File: src/rx_mac_pkg.sv
package rx_mac_pkg;

	typedef logic [63:0] xgmii_data_t;	// lane 0 in bits 7:0
	typedef logic [7:0] xgmii_ctrl_t;	// one bit per lane
	typedef logic [31:0] stat_cnt_t;	// wraps
	typedef logic [3:0] wb_addr_t;	// word address
	typedef logic [31:0] wb_data_t;
	typedef logic [15:0] frame_len_t;	// data lanes of one frame
	typedef logic [4:0] link_cnt_t;

	typedef enum logic [1:0]
	{
		IDLE,
		IN_FRAME,
		FAULTED
	} frame_state_t;

	localparam logic [7:0] XGMII_START = 8'hFB;
	localparam logic [7:0] XGMII_TERM = 8'hFD;
	localparam logic [7:0] XGMII_IDLE = 8'h07;
	localparam logic [7:0] XGMII_FAULT = 8'h9C;	// sequence char, lane 0 only

	localparam link_cnt_t LINK_UP_CYCLES = 5'd16;	// clean words before link-up
	localparam frame_len_t UNDERSIZE_LEN = 16'd71;	// 64 bytes + preamble and SFD

	localparam wb_addr_t REG_FRAME_CNT = 4'd0;
	localparam wb_addr_t REG_BAD_SOF_CNT = 4'd1;
	localparam wb_addr_t REG_BYTE_CNT = 4'd2;
	localparam wb_addr_t REG_UNDERSIZE_CNT = 4'd3;
	localparam wb_addr_t REG_STATUS = 4'd4;
	localparam int CLEAR_BIT = 0;	// write bit at REG_FRAME_CNT

	// per-lane mask of control lanes holding character ch
	function automatic xgmii_ctrl_t lane_match(input xgmii_data_t d, input xgmii_ctrl_t c,
		input logic [7:0] ch);
		xgmii_ctrl_t m;
		for (int i = 0; i < 8; i++)
		begin
			m[i] = c[i] && (d[8*i +: 8] == ch);
		end
		return m;
	endfunction

endpackage

File: src/rx_lane_if.sv
interface rx_lane_if
	import rx_mac_pkg::*;
();

	xgmii_data_t data;	// aligned word
	xgmii_ctrl_t ctrl;
	logic sof;	// start sits in lane 0
	logic linkup;

	modport source
	(
		output data, ctrl, sof, linkup
	);

	modport sink
	(
		input data, ctrl, sof, linkup
	);

endinterface

File: src/stat_if.sv
interface stat_if
	import rx_mac_pkg::*;
();

	stat_cnt_t frame_cnt;
	stat_cnt_t bad_sof_cnt;
	stat_cnt_t byte_cnt;
	stat_cnt_t undersize_cnt;
	logic linkup;
	logic clear;	// one-cycle strobe from host write

	modport producer
	(
		output frame_cnt, bad_sof_cnt, byte_cnt, undersize_cnt, linkup,
		input clear
	);

	modport consumer
	(
		input frame_cnt, bad_sof_cnt, byte_cnt, undersize_cnt, linkup,
		output clear
	);

endinterface

File: src/xgmii_rx_align.sv
module xgmii_rx_align
	import rx_mac_pkg::*;
(
	input logic clk,
	input logic reset_,
	input xgmii_data_t xgmii_rxd,
	input xgmii_ctrl_t xgmii_rxc,
	rx_lane_if.source lane
);

	xgmii_data_t rxd_q;	// first stage whose upper half is the earlier word
	xgmii_ctrl_t rxc_q;
	xgmii_data_t data_q;	// output stage
	xgmii_ctrl_t ctrl_q;
	logic sof_q;
	logic shifted;	// inside a frame that began in lane 4
	logic drop_lo;	// lower half already sent in last shifted word
	logic shift_now;
	logic start_lane4;
	logic term_nxt;
	logic sof_nxt;
	logic fault_word;
	xgmii_ctrl_t start_q;	// start lanes of the first stage
	xgmii_ctrl_t fault_q;
	xgmii_ctrl_t start_nxt;
	xgmii_data_t data_nxt;
	xgmii_ctrl_t ctrl_nxt;
	link_cnt_t link_cnt;

	assign start_q = lane_match(rxd_q, rxc_q, XGMII_START);
	assign fault_q = lane_match(rxd_q, rxc_q, XGMII_FAULT);
	assign start_lane4 = start_q[4];
	assign fault_word = fault_q[0];
	assign shift_now = shifted || start_lane4;

	always_comb
	begin
		if (shift_now)
		begin
			data_nxt = {xgmii_rxd[31:0], rxd_q[63:32]};	// earlier upper + current lower
			ctrl_nxt = {xgmii_rxc[3:0], rxc_q[7:4]};
		end
		else if (drop_lo)
		begin
			data_nxt = {rxd_q[63:32], {4{XGMII_IDLE}}};
			ctrl_nxt = {rxc_q[7:4], 4'hF};
		end
		else
		begin
			data_nxt = rxd_q;
			ctrl_nxt = rxc_q;
		end
	end

	assign term_nxt = |lane_match(data_nxt, ctrl_nxt, XGMII_TERM);
	assign start_nxt = lane_match(data_nxt, ctrl_nxt, XGMII_START);
	assign sof_nxt = start_nxt[0];

	always_ff @(posedge clk)
	begin
		if (!reset_)
		begin
			rxd_q <= {8{XGMII_IDLE}};
			rxc_q <= '1;
			data_q <= {8{XGMII_IDLE}};
			ctrl_q <= '1;	// all idle out of reset
			sof_q <= 1'b0;
			shifted <= 1'b0;
			drop_lo <= 1'b0;
		end
		else
		begin
			rxd_q <= xgmii_rxd;
			rxc_q <= xgmii_rxc;
			data_q <= data_nxt;
			ctrl_q <= ctrl_nxt;
			sof_q <= sof_nxt;
			shifted <= shift_now && !term_nxt;	// leave once terminate is out
			drop_lo <= shift_now && term_nxt;
		end
	end

	// any fault word restarts link qualification
	always_ff @(posedge clk)
	begin
		if (!reset_ || fault_word)
			link_cnt <= '0;
		else if (link_cnt != LINK_UP_CYCLES)
			link_cnt <= link_cnt + 1'b1;
	end

	assign lane.data = data_q;
	assign lane.ctrl = ctrl_q;
	assign lane.sof = sof_q;
	assign lane.linkup = (link_cnt == LINK_UP_CYCLES);

endmodule

File: src/frame_stats.sv
module frame_stats
	import rx_mac_pkg::*;
(
	input logic clk,
	input logic reset_,
	rx_lane_if.sink lane,
	stat_if.producer stats
);

	frame_state_t state;
	frame_len_t frame_len;	// data lanes so far
	frame_len_t total_len;	// including the current word
	xgmii_ctrl_t start_lanes;
	xgmii_ctrl_t term_lanes;
	logic bad_sof;
	logic bad_sof_inc;
	logic frame_end;
	stat_cnt_t frame_cnt;
	stat_cnt_t bad_sof_cnt;
	stat_cnt_t byte_cnt;
	stat_cnt_t undersize_cnt;

	function automatic frame_len_t data_lanes(input xgmii_ctrl_t c);
		frame_len_t n;
		n = '0;
		for (int i = 0; i < 8; i++)
		begin
			n = n + frame_len_t'(!c[i]);
		end
		return n;
	endfunction

	assign start_lanes = lane_match(lane.data, lane.ctrl, XGMII_START);
	assign term_lanes = lane_match(lane.data, lane.ctrl, XGMII_TERM);
	assign bad_sof = |start_lanes[7:1];	// anything but lane 0
	assign total_len = frame_len + data_lanes(lane.ctrl);
	assign bad_sof_inc = lane.linkup && bad_sof && (state != FAULTED);
	assign frame_end = (state == IN_FRAME) && lane.linkup && !bad_sof && (|term_lanes);

	always_ff @(posedge clk)
	begin
		if (!reset_)
		begin
			state <= IDLE;
			frame_len <= '0;
		end
		else
		begin
			case (state)
				IDLE:
				begin
					if (lane.linkup && bad_sof)
						state <= FAULTED;
					else if (lane.linkup && lane.sof)
					begin
						state <= IN_FRAME;
						frame_len <= data_lanes(lane.ctrl);	// preamble lanes of sof word
					end
				end
				IN_FRAME:
				begin
					if (!lane.linkup || bad_sof)
						state <= FAULTED;	// drop the frame
					else if (|term_lanes)
						state <= IDLE;
					else
						frame_len <= total_len;
				end
				FAULTED:
				begin
					if (|term_lanes)
						state <= IDLE;
				end
				default: state <= IDLE;
			endcase
		end
	end

	// clear has priority over any count in the same cycle
	always_ff @(posedge clk)
	begin
		if (!reset_ || stats.clear)
		begin
			frame_cnt <= '0;
			bad_sof_cnt <= '0;
			byte_cnt <= '0;
			undersize_cnt <= '0;
		end
		else
		begin
			if (frame_end)
			begin
				frame_cnt <= frame_cnt + 1'b1;
				byte_cnt <= byte_cnt + stat_cnt_t'(total_len);
				if (total_len < UNDERSIZE_LEN)
					undersize_cnt <= undersize_cnt + 1'b1;
			end
			if (bad_sof_inc)
				bad_sof_cnt <= bad_sof_cnt + 1'b1;
		end
	end

	assign stats.frame_cnt = frame_cnt;
	assign stats.bad_sof_cnt = bad_sof_cnt;
	assign stats.byte_cnt = byte_cnt;
	assign stats.undersize_cnt = undersize_cnt;
	assign stats.linkup = lane.linkup;

endmodule

File: src/stat_regs.sv
module stat_regs
	import rx_mac_pkg::*;
(
	input logic clk,
	input logic reset_,
	input logic wb_cyc,
	input logic wb_stb,
	input logic wb_we,
	input wb_addr_t wb_adr,
	input wb_data_t wb_dat_w,
	output wb_data_t wb_dat_r,
	output logic wb_ack,
	stat_if.consumer stats
);

	logic req;	// first cycle of an access
	logic clear_q;
	wb_data_t rd_mux;

	assign req = wb_cyc && wb_stb && !wb_ack;

	always_comb
	begin
		case (wb_adr)
			REG_FRAME_CNT: rd_mux = stats.frame_cnt;
			REG_BAD_SOF_CNT: rd_mux = stats.bad_sof_cnt;
			REG_BYTE_CNT: rd_mux = stats.byte_cnt;
			REG_UNDERSIZE_CNT: rd_mux = stats.undersize_cnt;
			REG_STATUS: rd_mux = {31'b0, stats.linkup};
			default: rd_mux = '0;	// unmapped
		endcase
	end

	always_ff @(posedge clk)
	begin
		if (!reset_)
		begin
			wb_ack <= 1'b0;
			clear_q <= 1'b0;
		end
		else
		begin
			wb_ack <= req;	// single-cycle ack
			clear_q <= req && wb_we && (wb_adr == REG_FRAME_CNT) && wb_dat_w[CLEAR_BIT];
		end
	end

	always_ff @(posedge clk)
	begin
		if (req)
			wb_dat_r <= rd_mux;	// valid with ack
	end

	assign stats.clear = clear_q;

endmodule

File: src/rx_mac_top.sv
module rx_mac_top
	import rx_mac_pkg::*;
(
	input logic clk,
	input logic reset_,
	input xgmii_data_t xgmii_rxd,
	input xgmii_ctrl_t xgmii_rxc,
	output xgmii_data_t rx_data,
	output xgmii_ctrl_t rx_ctrl,
	output logic rx_sof,
	output logic linkup,
	input logic wb_cyc,
	input logic wb_stb,
	input logic wb_we,
	input wb_addr_t wb_adr,
	input wb_data_t wb_dat_w,
	output wb_data_t wb_dat_r,
	output logic wb_ack
);

	rx_lane_if lane_bus ();
	stat_if stat_bus ();

	xgmii_rx_align u_align
	(
		.clk (clk),
		.reset_ (reset_),
		.xgmii_rxd (xgmii_rxd),
		.xgmii_rxc (xgmii_rxc),
		.lane (lane_bus.source)
	);

	frame_stats u_stats
	(
		.clk (clk),
		.reset_ (reset_),
		.lane (lane_bus.sink),
		.stats (stat_bus.producer)
	);

	stat_regs u_regs
	(
		.clk (clk),
		.reset_ (reset_),
		.wb_cyc (wb_cyc),
		.wb_stb (wb_stb),
		.wb_we (wb_we),
		.wb_adr (wb_adr),
		.wb_dat_w (wb_dat_w),
		.wb_dat_r (wb_dat_r),
		.wb_ack (wb_ack),
		.stats (stat_bus.consumer)
	);

	assign rx_data = lane_bus.data;	// aligned stream for observation
	assign rx_ctrl = lane_bus.ctrl;
	assign rx_sof = lane_bus.sof;
	assign linkup = lane_bus.linkup;

endmodule

File: config.mk
export PLATFORM = sky130hd
export DESIGN_NAME = rx_mac_top
export DESIGN_NICKNAME = d
export VERILOG_FILES = /design/src/rx_mac_pkg.sv /design/src/rx_lane_if.sv /design/src/stat_if.sv /design/src/xgmii_rx_align.sv /design/src/frame_stats.sv /design/src/stat_regs.sv /design/src/rx_mac_top.sv
export SDC_FILE = /design/constraint.sdc
export NUM_CORES = 1
export LEC_CHECK = 0
export ABC_AREA = 1
export BUFFER_PORTS_ARGS = -buffer_cell sky130_fd_sc_hd__buf_4
export CAP_MARGIN = 20
export CORE_UTILIZATION = 40
export DETAILED_ROUTE_END_ITERATION = 10
export PLACE_DENSITY = 0.62
export SLEW_MARGIN = 25
export SYNTH_ARGS = -nofsm -noshare
export SYNTH_HDL_FRONTEND = slang
export SYNTH_SLANG_ARGS = --single-unit
File: constraint.sdc
create_clock -name clk -period 6.8 [get_ports clk]
set_input_delay 1.02 -clock clk [delete_from_list [all_inputs] [get_ports clk]]
set_output_delay 1.02 -clock clk [all_outputs]
set_load 0.005 [all_outputs]
# Word-level counts from Yosys, hierarchy flattened
# Index checks and enable logic that the tools add are counted.
[totals]
elab_cells = 150
romBits = 0
mem_count = 0
regBits = 332
output_inout_bits = 107
latch_bits = 0
in_bits = 113
mem_bits_rw = 0
[classes]
muxes = 15
n_div = 0
shifts = 0
reduce_logical = 64
magnitude_cmp = 1
n_addsub = 13
bitwise_logic = 0
eq_ne = 40
multipliers = 0
[ops]
columns = ["op", "count"]
rows = [
  ["8-bit equality test, second input constant", 26],
  ["32-bit one-hot mux with 5 select lines", 1],
  ["16-bit by 1-bit adder with 16-bit output", 6],
  ["32-bit by 1-bit adder with 32-bit output, second input constant", 3],
  ["16-bit two-way mux", 4],
  ["64-bit two-way mux", 1],
  ["1-bit logical AND", 39],
  ["32-bit by 16-bit adder with 32-bit output", 1],
  ["32-bit two-way mux", 1],
  ["16-bit one-hot mux with 2 select lines", 1],
  ["16-bit adder", 1],
  ["16-bit by 7-bit < comparator with 1-bit output, second input constant", 1],
  ["8-bit OR reduction", 2],
  ["1-bit logical NOT", 13],
  ["4-bit by 2-bit equality test with 1-bit output, second input constant", 2],
  ["2-bit two-way mux", 4],
  ["8-bit two-way mux", 1],
  ["2-bit inequality test, second input constant", 4],
  ["7-bit OR reduction", 1],
  ["2-bit one-hot mux with 3 select lines", 1],
  ["5-bit by 1-bit adder with 5-bit output, second input constant", 1],
  ["5-bit equality test, second input constant", 1],
  ["5-bit inequality test, second input constant", 1],
  ["5-bit AND reduction", 1],
  ["other kinds (13)", 16],
]

# Longest topological paths before layout
# Gate-level depths: netlist of the first run.
[logic_depth]
ltp_word = 12
mapped_depth = 31
depth_no_buf = 31

# Cells and area by module
# From an unflattened synthesis of the first run, not the netlist that was laid out.
[hier_totals]
hier_cells = 2557
hier_area_um2 = 17354.1
[by_module_without_submodules]
columns = ["module", "area_each_um2", "cells_each", "seq_area_each_um2", "n_inst"]
rows = [
  ["frame_stats", 9703.1, 1576, 2922.8, 1],
  ["xgmii_rx_align", 5584.1, 739, 3042.9, 1],
  ["stat_regs", 2067.0, 242, 1001.0, 1],
]

# Worst setup path before layout of the first run
# Ideal clock, no wire load.
[synth_path]
path_type = "reg-to-reg"
start = "register u_align.ctrl_q[0], in the netlist u_align.lane.ctrl[0]"
end = "register u_stats.byte_cnt[25], in the netlist u_stats.stats.byte_cnt[25]"
required_ns = 6.730
path_stages_with_launch = 29
arrival_time_ns = 4.729
path_buffers = 0
path_slack_ns = 2.000
synth_period_minus_slack_ns = 4.800
setup_time_ns = 0.070
cell_sequence = "dfxtp_1 -> inv_1 -> ha_1 -> fa_1 -> fa_1 -> fa_1 -> inv_1 -> fa_1 -> xnor2_1 -> ha_1 -> nand2_1 -> nand2_1 -> inv_2 -> nand2_2 -> nand3_2 -> nand2_2 -> nand3_1 -> nand2_1 -> inv_1 -> ha_1 -> nand2_1 -> o21ai_0 -> a21oi_1 -> or2_2 -> nand2_1 -> nand2_1 -> nand2_1 -> nand2_1 -> a21oi_1"
[synth_between]
elab_chain_cells = 10
word_cells_on_any_way = 13
cone_classes = "add/sub (9); reduce/logical (4)"
[synth_lines]
columns = ["element", "line_no", "text"]
rows = [
  ["start, declared", "xgmii_rx_align.sv:14", "xgmii_ctrl_t ctrl_q;"],
  ["start signal, assigned", "xgmii_rx_align.sv:76", "ctrl_q <= ctrl_nxt;"],
  ["1-bit logical NOT", "frame_stats.sv:28", "n = n + frame_len_t'(!c[i]);"],
  ["1-bit by 1-bit adder with 2-bit output", "frame_stats.sv:28", ""],
  ["16-bit by 1-bit adder with 16-bit output (6 in a row)", "frame_stats.sv:28", ""],
  ["16-bit adder", "frame_stats.sv:36", "assign total_len = frame_len + data_lanes(lane.ctrl);"],
  ["32-bit by 16-bit adder with 32-bit output", "frame_stats.sv:94", "byte_cnt <= byte_cnt + stat_cnt_t'(total_len);"],
  ["end signal, assigned", "frame_stats.sv:94", ""],
  ["end, declared", "frame_stats.sv:20", "stat_cnt_t byte_cnt;"],
]
# Several ways; a longest one is shown, not always the timed one.
# A chain may end at the register's enable or synchronous reset.

# Worst setup path in the final report of the first run
[layout_path]
start = "register u_align.ctrl_q[0], in the netlist u_align.lane.ctrl[0]"
end = "register u_stats.byte_cnt[24], in the netlist u_stats.stats.byte_cnt[24]"
# The elaborated chain is that of the path after synthesis.

==> out/qor.yml, run 1 <==
sta:
  period_needed_ps: 5510
  fmax_mhz: 182
  slew_viol_final: 0
  hold_ws_ps: 465
  fin_crit_sh_pct: 81.0
  setup_ws_ps: 1290
  fin_tns_setup_ps: 0
  setup_violations: 0
  fin_skew_ps: 27.8
  hold_viol: 0
  tightest_slew_ps: 968
  max-slew-margin-rel_pct: 35.3
  rsz0062_at_grt: "no"
floorplan:
  die_h_um: 208
  num_io_pins: 220
  die_area_um2: 43200
  start_util_pct: 40.5
  die_w_um: 208
  core-area_um2: 41900
  num_rows: 75
power_and_ir_drop:
  power_w: 0.00441
  p_leak_nw: 8.78
  power.density_nw_per_um2: 219
  peakVddDrop_uv: 161
clock_network:
  worstSkewPairLatency_ps: 590
  numClockSinks: 332
  ctsResizeCount: 0
  cts_buffer_depth: 3
  post_cts_buffers: 0
  cts-htree-levels: 2
  root_buffer: "clkbuf_16"
  numCtsBuffers: 39
  cts_tree: "built"
  holdBufCountCts: 0
  clk_pin_slew_worst_paths_ps: 60
logic_synthesis:
  async_flop_share_pct: 0
  syn-num-nets: 2608
  synth_ff_type: "dfxtp_1"
  ys_seq_elements: 332
  avgSynthCellArea_um2: 6.89
  synth-seq-area-share_pct: 41.1
  syn_inst: 2459
  yosys_warnings: 0
  synth_edf_count: 32
  synth_area_um2: 16900
  synthDistinctLibCells: 50
detailed_routing:
  drt_iter0_markers: 1260
  routed_via_density: 5.15
  wire_per_inst_um: 16.7
  first_pass_iters: 6
  vias: 16400
  drc: 0
  antenna_left: 0
  drt_wl_total_mm: 53.2
global_routing:
  grt_max_degree: 89
  grt_usage_pct: 24.3
  grt_pass1_vias: 15400
  grt_pass1_wl_mm: 83.3
  overflow: 0
  antenna_found_initial: 0
cells_and_area:
  nets: 2770
  fill_cells: 4251
  drive_gt1_share_pct: 13.8
  n_antenna_cell: 0
  syn_to_final_growth_pct: 18.7
job:
  maxCapViolations: 0
placed_design:
  portBuffers: 188
  dp_hpwl_mm: 40.0
  pre_cts_ws_ps: 1340
  gp_congestion: 0.930
critical_path:
  cp.arrival_ps: 6020
  critPathRequiredTime_ps: 7320
  startpoint_type: "register"
  path_common_cell: "nand2_1"
  critPathMaxFanout: 6
  worstSetupPathType: "reg -> reg"
  cp_slowest_cell: "fa_1"
  endpoint_kind: "register"
  critPathMaxStageDelay_ps: 560
outcome:
  status: "finished, final reports clean"
hold_path:
  hold_class: "reg -> reg"
==> power breakdown <==
group / switching (W) / leakage (nW) / total [W] / internal [W]
registers: 0.0000275 / 2.76 / 0.00205 / 0.00202
logic: 0.000136 / 5.38 / 0.000244 / 0.000108
clock network: 0.000890 / 0.642 / 0.00212 / 0.00123
==> path summary, 6_finish.rpt <==
path	start	to	slack, ps	depth (start not counted)
setup / recovery	u_align.lane.ctrl[0]	u_stats.stats.byte_cnt[24]	1290	29
hold / removal	u_stats.stats.bad_sof_cnt[31]	u_stats.stats.bad_sof_cnt[31]	470	2
setup reg to reg	u_align.lane.ctrl[0]	u_stats.stats.byte_cnt[24]	1290	29
hold reg to reg	u_stats.stats.bad_sof_cnt[31]	u_stats.stats.bad_sof_cnt[31]	470	2
==> synth_stat cells, types with 2 or more instances <==
cell type / instances / area share, %
o21a_1: 2 / 0.089
and2_1: 2 / 0.074
nor3_1: 64 / 1.9
nand2_1: 706 / 16
a211oi_1: 11 / 0.49
dfxtp_1: 300 / 35
or2_2: 46 / 1.7
xor2_1: 27 / 1.4
nor2_4: 2 / 0.13
o22ai_1: 6 / 0.22
and3_1: 6 / 0.22
nor4_1: 12 / 0.44
nand3_1: 142 / 4.2
a21oi_1: 148 / 4.4
o211ai_1: 3 / 0.13
nand3_2: 2 / 0.12
ha_1: 30 / 2.2
a21oi_2: 18 / 0.93
nor3_2: 2 / 0.12
xnor2_1: 21 / 1.1
nor3b_1: 4 / 0.18
edfxtp_1: 32 / 5.7
inv_1: 283 / 6.3
buf_8: 2 / 0.18
a21o_1: 4 / 0.18
a221o_1: 2 / 0.12
clkinv_1: 3 / 0.066
nand2_2: 11 / 0.41
o2111ai_1: 19 / 0.98
o21ai_1: 3 / 0.089
inv_2: 4 / 0.089
nand4_1: 51 / 1.9
fa_1: 6 / 0.71
clkbuf_1: 60 / 1.3
o21ai_0: 107 / 3.2
buf_2: 18 / 0.53
nor2_2: 7 / 0.26
nor2_1: 281 / 6.2
==> cell families (layout without fill, tap and decap cells) <==
family                     count (synthesis)  in the layout  synth area share (%)
buffers and inverters                    373            566                  8.67
AOI/OAI and AO/OA                        328            328                  11.0
xor gates and xnor gates                  48             48                  2.48
adders and majority gates                 36             36                  2.93
DFF                                      332            332                  41.1
and+or+nand+nor                         1342           1342                  33.8
==> metal layers <==
| layer | vias to the layer above | wire (um) | track usage (%) |
|---|---|---|---|
| li1 | 8238 | - | - |
| met1 | 7550 | 23400 | 32.0 |
| met2 | 576 | 24400 | 40.3 |
| met3 | 81 | 4180 | 5.16 |
| met4 | 0 | 1140 | 6.39 |
| met5 | - | 0 | 0 |
==> cell type report <==
class                   count  area [um^2]  area share (%)
clock buffers              53         1100            5.46
clock inverters            19          208            1.03
inverters                 290         1090            5.41
multi-input cells        1754         8540            42.5
flip-flops and latches    332         6970            34.7
well taps                 539          674            3.35
repair buffers            204         1530            7.62
==> registers in the layout (all words and copies together), names as in the netlist <==
signal	count
u_stats.state	2
u_regs.stats.clear	1
u_stats.frame_len	16
u_regs.wb_dat_r	32
u_align.lane.sof	1
u_align.lane.data	64
u_align.rxc_q	8
u_align.drop_lo	1
u_align.lane.ctrl	8
u_stats.stats.bad_sof_cnt	32
u_align.shifted	1
u_stats.stats.frame_cnt	32
u_align.rxd_q	64
u_stats.stats.byte_cnt	32
u_stats.stats.undersize_cnt	32
u_regs.wb_ack	1
u_align.link_cnt	5
==> worst max-delay path: cells and delay by family (launching register included) <==
family | cells | cell delay [ps]
AOI/OAI and AO/OA | 1 | 400
DFF | 1 | 330
and+or+nand+nor | 16 | 1600
xor gates and xnor gates | 1 | 160
adders and majority gates | 7 | 2690
buffers and inverters | 4 | 260
==> through the flow <==
step           instance area, um^2  util [%]  cells
2_1_floorplan                16900         -   2459
3_5_place_dp                 18800      44.9   3119
6_report                     20100      48.0   3191
5_1_grt                      20100      48.0   3191
4_1_cts                      20100      48.0   3191
3_3_place_gp                 18800      44.9   3119
==> layout by cell type (no fill, tap or decap), types with 32 or more instances in the layout <==
cell       synthesis  final
a21oi_1          148    147
buf_4              0    204
clkbuf_16          0     39
dfxtp_1          300    300
edfxtp_1          32     32
inv_1            283    283
nand2_1          706    705
nand3_1          142    142
nand4_1           51     51
nor2_1           281    278
nor3_1            64     63
o21ai_0          107    107
or2_2             46     46
Power figures use the tool's default switching activity.
==> run 2, diff against run 1 <==
Clock period 6.8 ns to 5.7 ns, I/O delays scaled along.
==> run 2 against run 1 <==
Effect of this change:
- via count about the same
- global-route usage up 0.12 points
- total power up 19%
- critical path type unchanged
- wire length unchanged
- non-clock buffer count up 2
==> out/qor.yml, run 2 (synthesized netlist as in run 1, its figures left out) <==
outcome:
  status: "finished, final reports clean"
job:
  maxCapViolations: 0  # unchanged
placed_design:
  gp_congestion: 0.920  # -1.1%
  dp_hpwl_mm: 40.1  # +0.31%
  portBuffers: 188  # unchanged
sta:
  max-slew-margin-rel_pct: 34.4  # -0.86 points
  fmax_mhz: 188  # +3.6%
  period_needed_ps: 5320  # -189 ps
  rsz0062_at_grt: "no"
  slew_viol_final: 0  # unchanged
  tightest_slew_ps: 981  # +12.8 ps
  fin_skew_ps: 19.1  # -8.63 ps
  hold_viol: 0  # unchanged
  fin_tns_setup_ps: 0  # unchanged
  setup_violations: 0  # unchanged
  fin_crit_sh_pct: 93.3  # +12 points
power_and_ir_drop:
  power_frac_seq_pct: 46.6  # about the same
  power.density_nw_per_um2: 261  # +19%
  intPower_w: 0.00405  # +21%
  p_leak_nw: 8.77  # about the same
  peakVddDrop_uv: 174  # +7.7%
  power.net_switching_w: 0.00120  # +14%
  swShare_pct: 22.9  # -0.98 points
  clkPwrFrac_pct: 47.9  # about the same
  pwr-share-comb_pct: 5.5  # about the same
critical_path:
  path_delay_family: "adder cells"
  cp_slowest_cell: "fa_1"
  critPathMaxStageDelay_ps: 550  # about the same
  cp.arrival_ps: 5810  # -210 ps
  path_buf_inv: 4  # unchanged
  endpoint_kind: "register"
  critPathRequiredTime_ps: 6190  # -1130 ps
  critPathMaxFanout: 6  # unchanged
  path_common_cell: "nand2_1"
  startpoint_type: "register"
  worstSetupPathType: "reg -> reg"
floorplan:
  num_io_pins: 220  # unchanged
  num_rows: 75  # unchanged
  start_util_pct: 40.5  # unchanged
  die_h_um: 208  # unchanged
  die_w_um: 208  # unchanged
  die_area_um2: 43200  # unchanged
  core-area_um2: 41900  # unchanged
detailed_routing:
  wire_per_inst_um: 16.7  # about the same
  vias: 16500  # +0.079%
  drc: 0  # unchanged
  drt_iter0_markers: 1241  # -1.5%
  first_pass_iters: 6  # unchanged
  antenna_left: 0  # unchanged
  drt_wl_total_mm: 53.2  # unchanged
  routed_via_density: 5.16  # +0.17%
global_routing:
  antenna_found_initial: 0  # unchanged
  grt_usage_pct: 24.4  # +0.12 points
  overflow: 0  # unchanged
  grt_pass1_wl_mm: 83.7  # +0.51%
  grt_max_degree: 89  # unchanged
  grt_pass1_vias: 15600  # +1.2%
cells_and_area:
  multi_input_area_um2: 8570  # +0.32%
  n_antenna_cell: 0  # unchanged
  final_common_cell: "nand2_1"
  syn_to_final_growth_pct: 18.8  # about the same
  final_util_pct: 48.1  # about the same
  final-seq-area_um2: 6970  # unchanged
  nets: 2772  # +0.072%
  final_cell_mix: "nand2_1 (703), dfxtp_1 (300), inv_1 (283)"
  drive_gt1_share_pct: 14.2  # +0.32 points
  fill_cells: 4216  # -0.82%
clock_network:
  numClockSinks: 332  # unchanged
  root_buffer: "clkbuf_16"
  worstSkewPairLatency_ps: 570  # -20 ps
  holdBufCountCts: 0  # unchanged
  numCtsBuffers: 39  # unchanged
  clk_pin_slew_worst_paths_ps: 60  # about the same
  cts-htree-levels: 2  # unchanged
  cts_buffer_depth: 3  # unchanged
  cts_tree: "built"
hold_path:
  hold_class: "reg -> reg"
[run 2: what timing repair did]
item                       CTS  global route
hold endpoints to repair     0             0
resized for setup            0            16
buffers inserted             0             1
setup endpoints to repair    0            11
[run 2: power groups by stage]
stage	clock, W	combinational (W)	sequential [W]
after global placement	0	0.000284	0.00250
final	0.00251	0.000288	0.00245
after detailed placement	0	0.000288	0.00250
after floorplan	0	0.000144	0.00249
after CTS	0.00256	0.000289	0.00245
after global routing	0.00265	0.000323	0.00245
[run 2: per-layer routing]
layer  part of all wire, %  GRT usage, %  up-vias  routed length [um]
li1                      -             -     8230                   -
met1                    44          32.2     7547               23400
met2                    46          40.5      599               24300
met3                   7.9          4.43       82                4170
met4                   2.5          7.54        0                1320
met5                     0             0        -                   0
[run 2: through the flow]
stage          hold WS, ps  setup slack [ps]  cells  area [um^2]  power, W
2_1_floorplan          442               900   2459        16900   0.00263
3_3_place_gp           454               353   3120        18800   0.00278
3_5_place_dp           465               264   3120        18800   0.00278
4_1_cts                460               212   3187        20100   0.00529
5_1_grt                476              1.66   3188        20100   0.00542
6_report               472               382   3188        20100   0.00525
[run 2: cell type report]
type / count / area share (%)
clock buffer: 52 / 5.34
clock inverter: 15 / 0.927
inverter: 290 / 5.41
multi-input combinational: 1754 / 42.6
sequential: 332 / 34.6
tap: 539 / 3.35
timing repair buffer: 206 / 7.75
[run 2: worst paths after layout]
| path | start | to | slack [ps] | depth (start not counted) |
|---|---|---|---|---|
| max | u_align.lane.ctrl[1] | u_stats.stats.byte_cnt[24] | 380 | 30 |
| min | u_stats.stats.frame_cnt[31] | u_stats.stats.frame_cnt[31] | 470 | 2 |
| max reg2reg | u_align.lane.ctrl[1] | u_stats.stats.byte_cnt[24] | 380 | 30 |
| min reg2reg | u_stats.stats.frame_cnt[31] | u_stats.stats.frame_cnt[31] | 470 | 2 |
[run 2: tightest hold or removal path, stage by stage, from the launching register on]
cell	delay, ps
dfxtp_1	310
nand2_1	60
a21oi_1	50
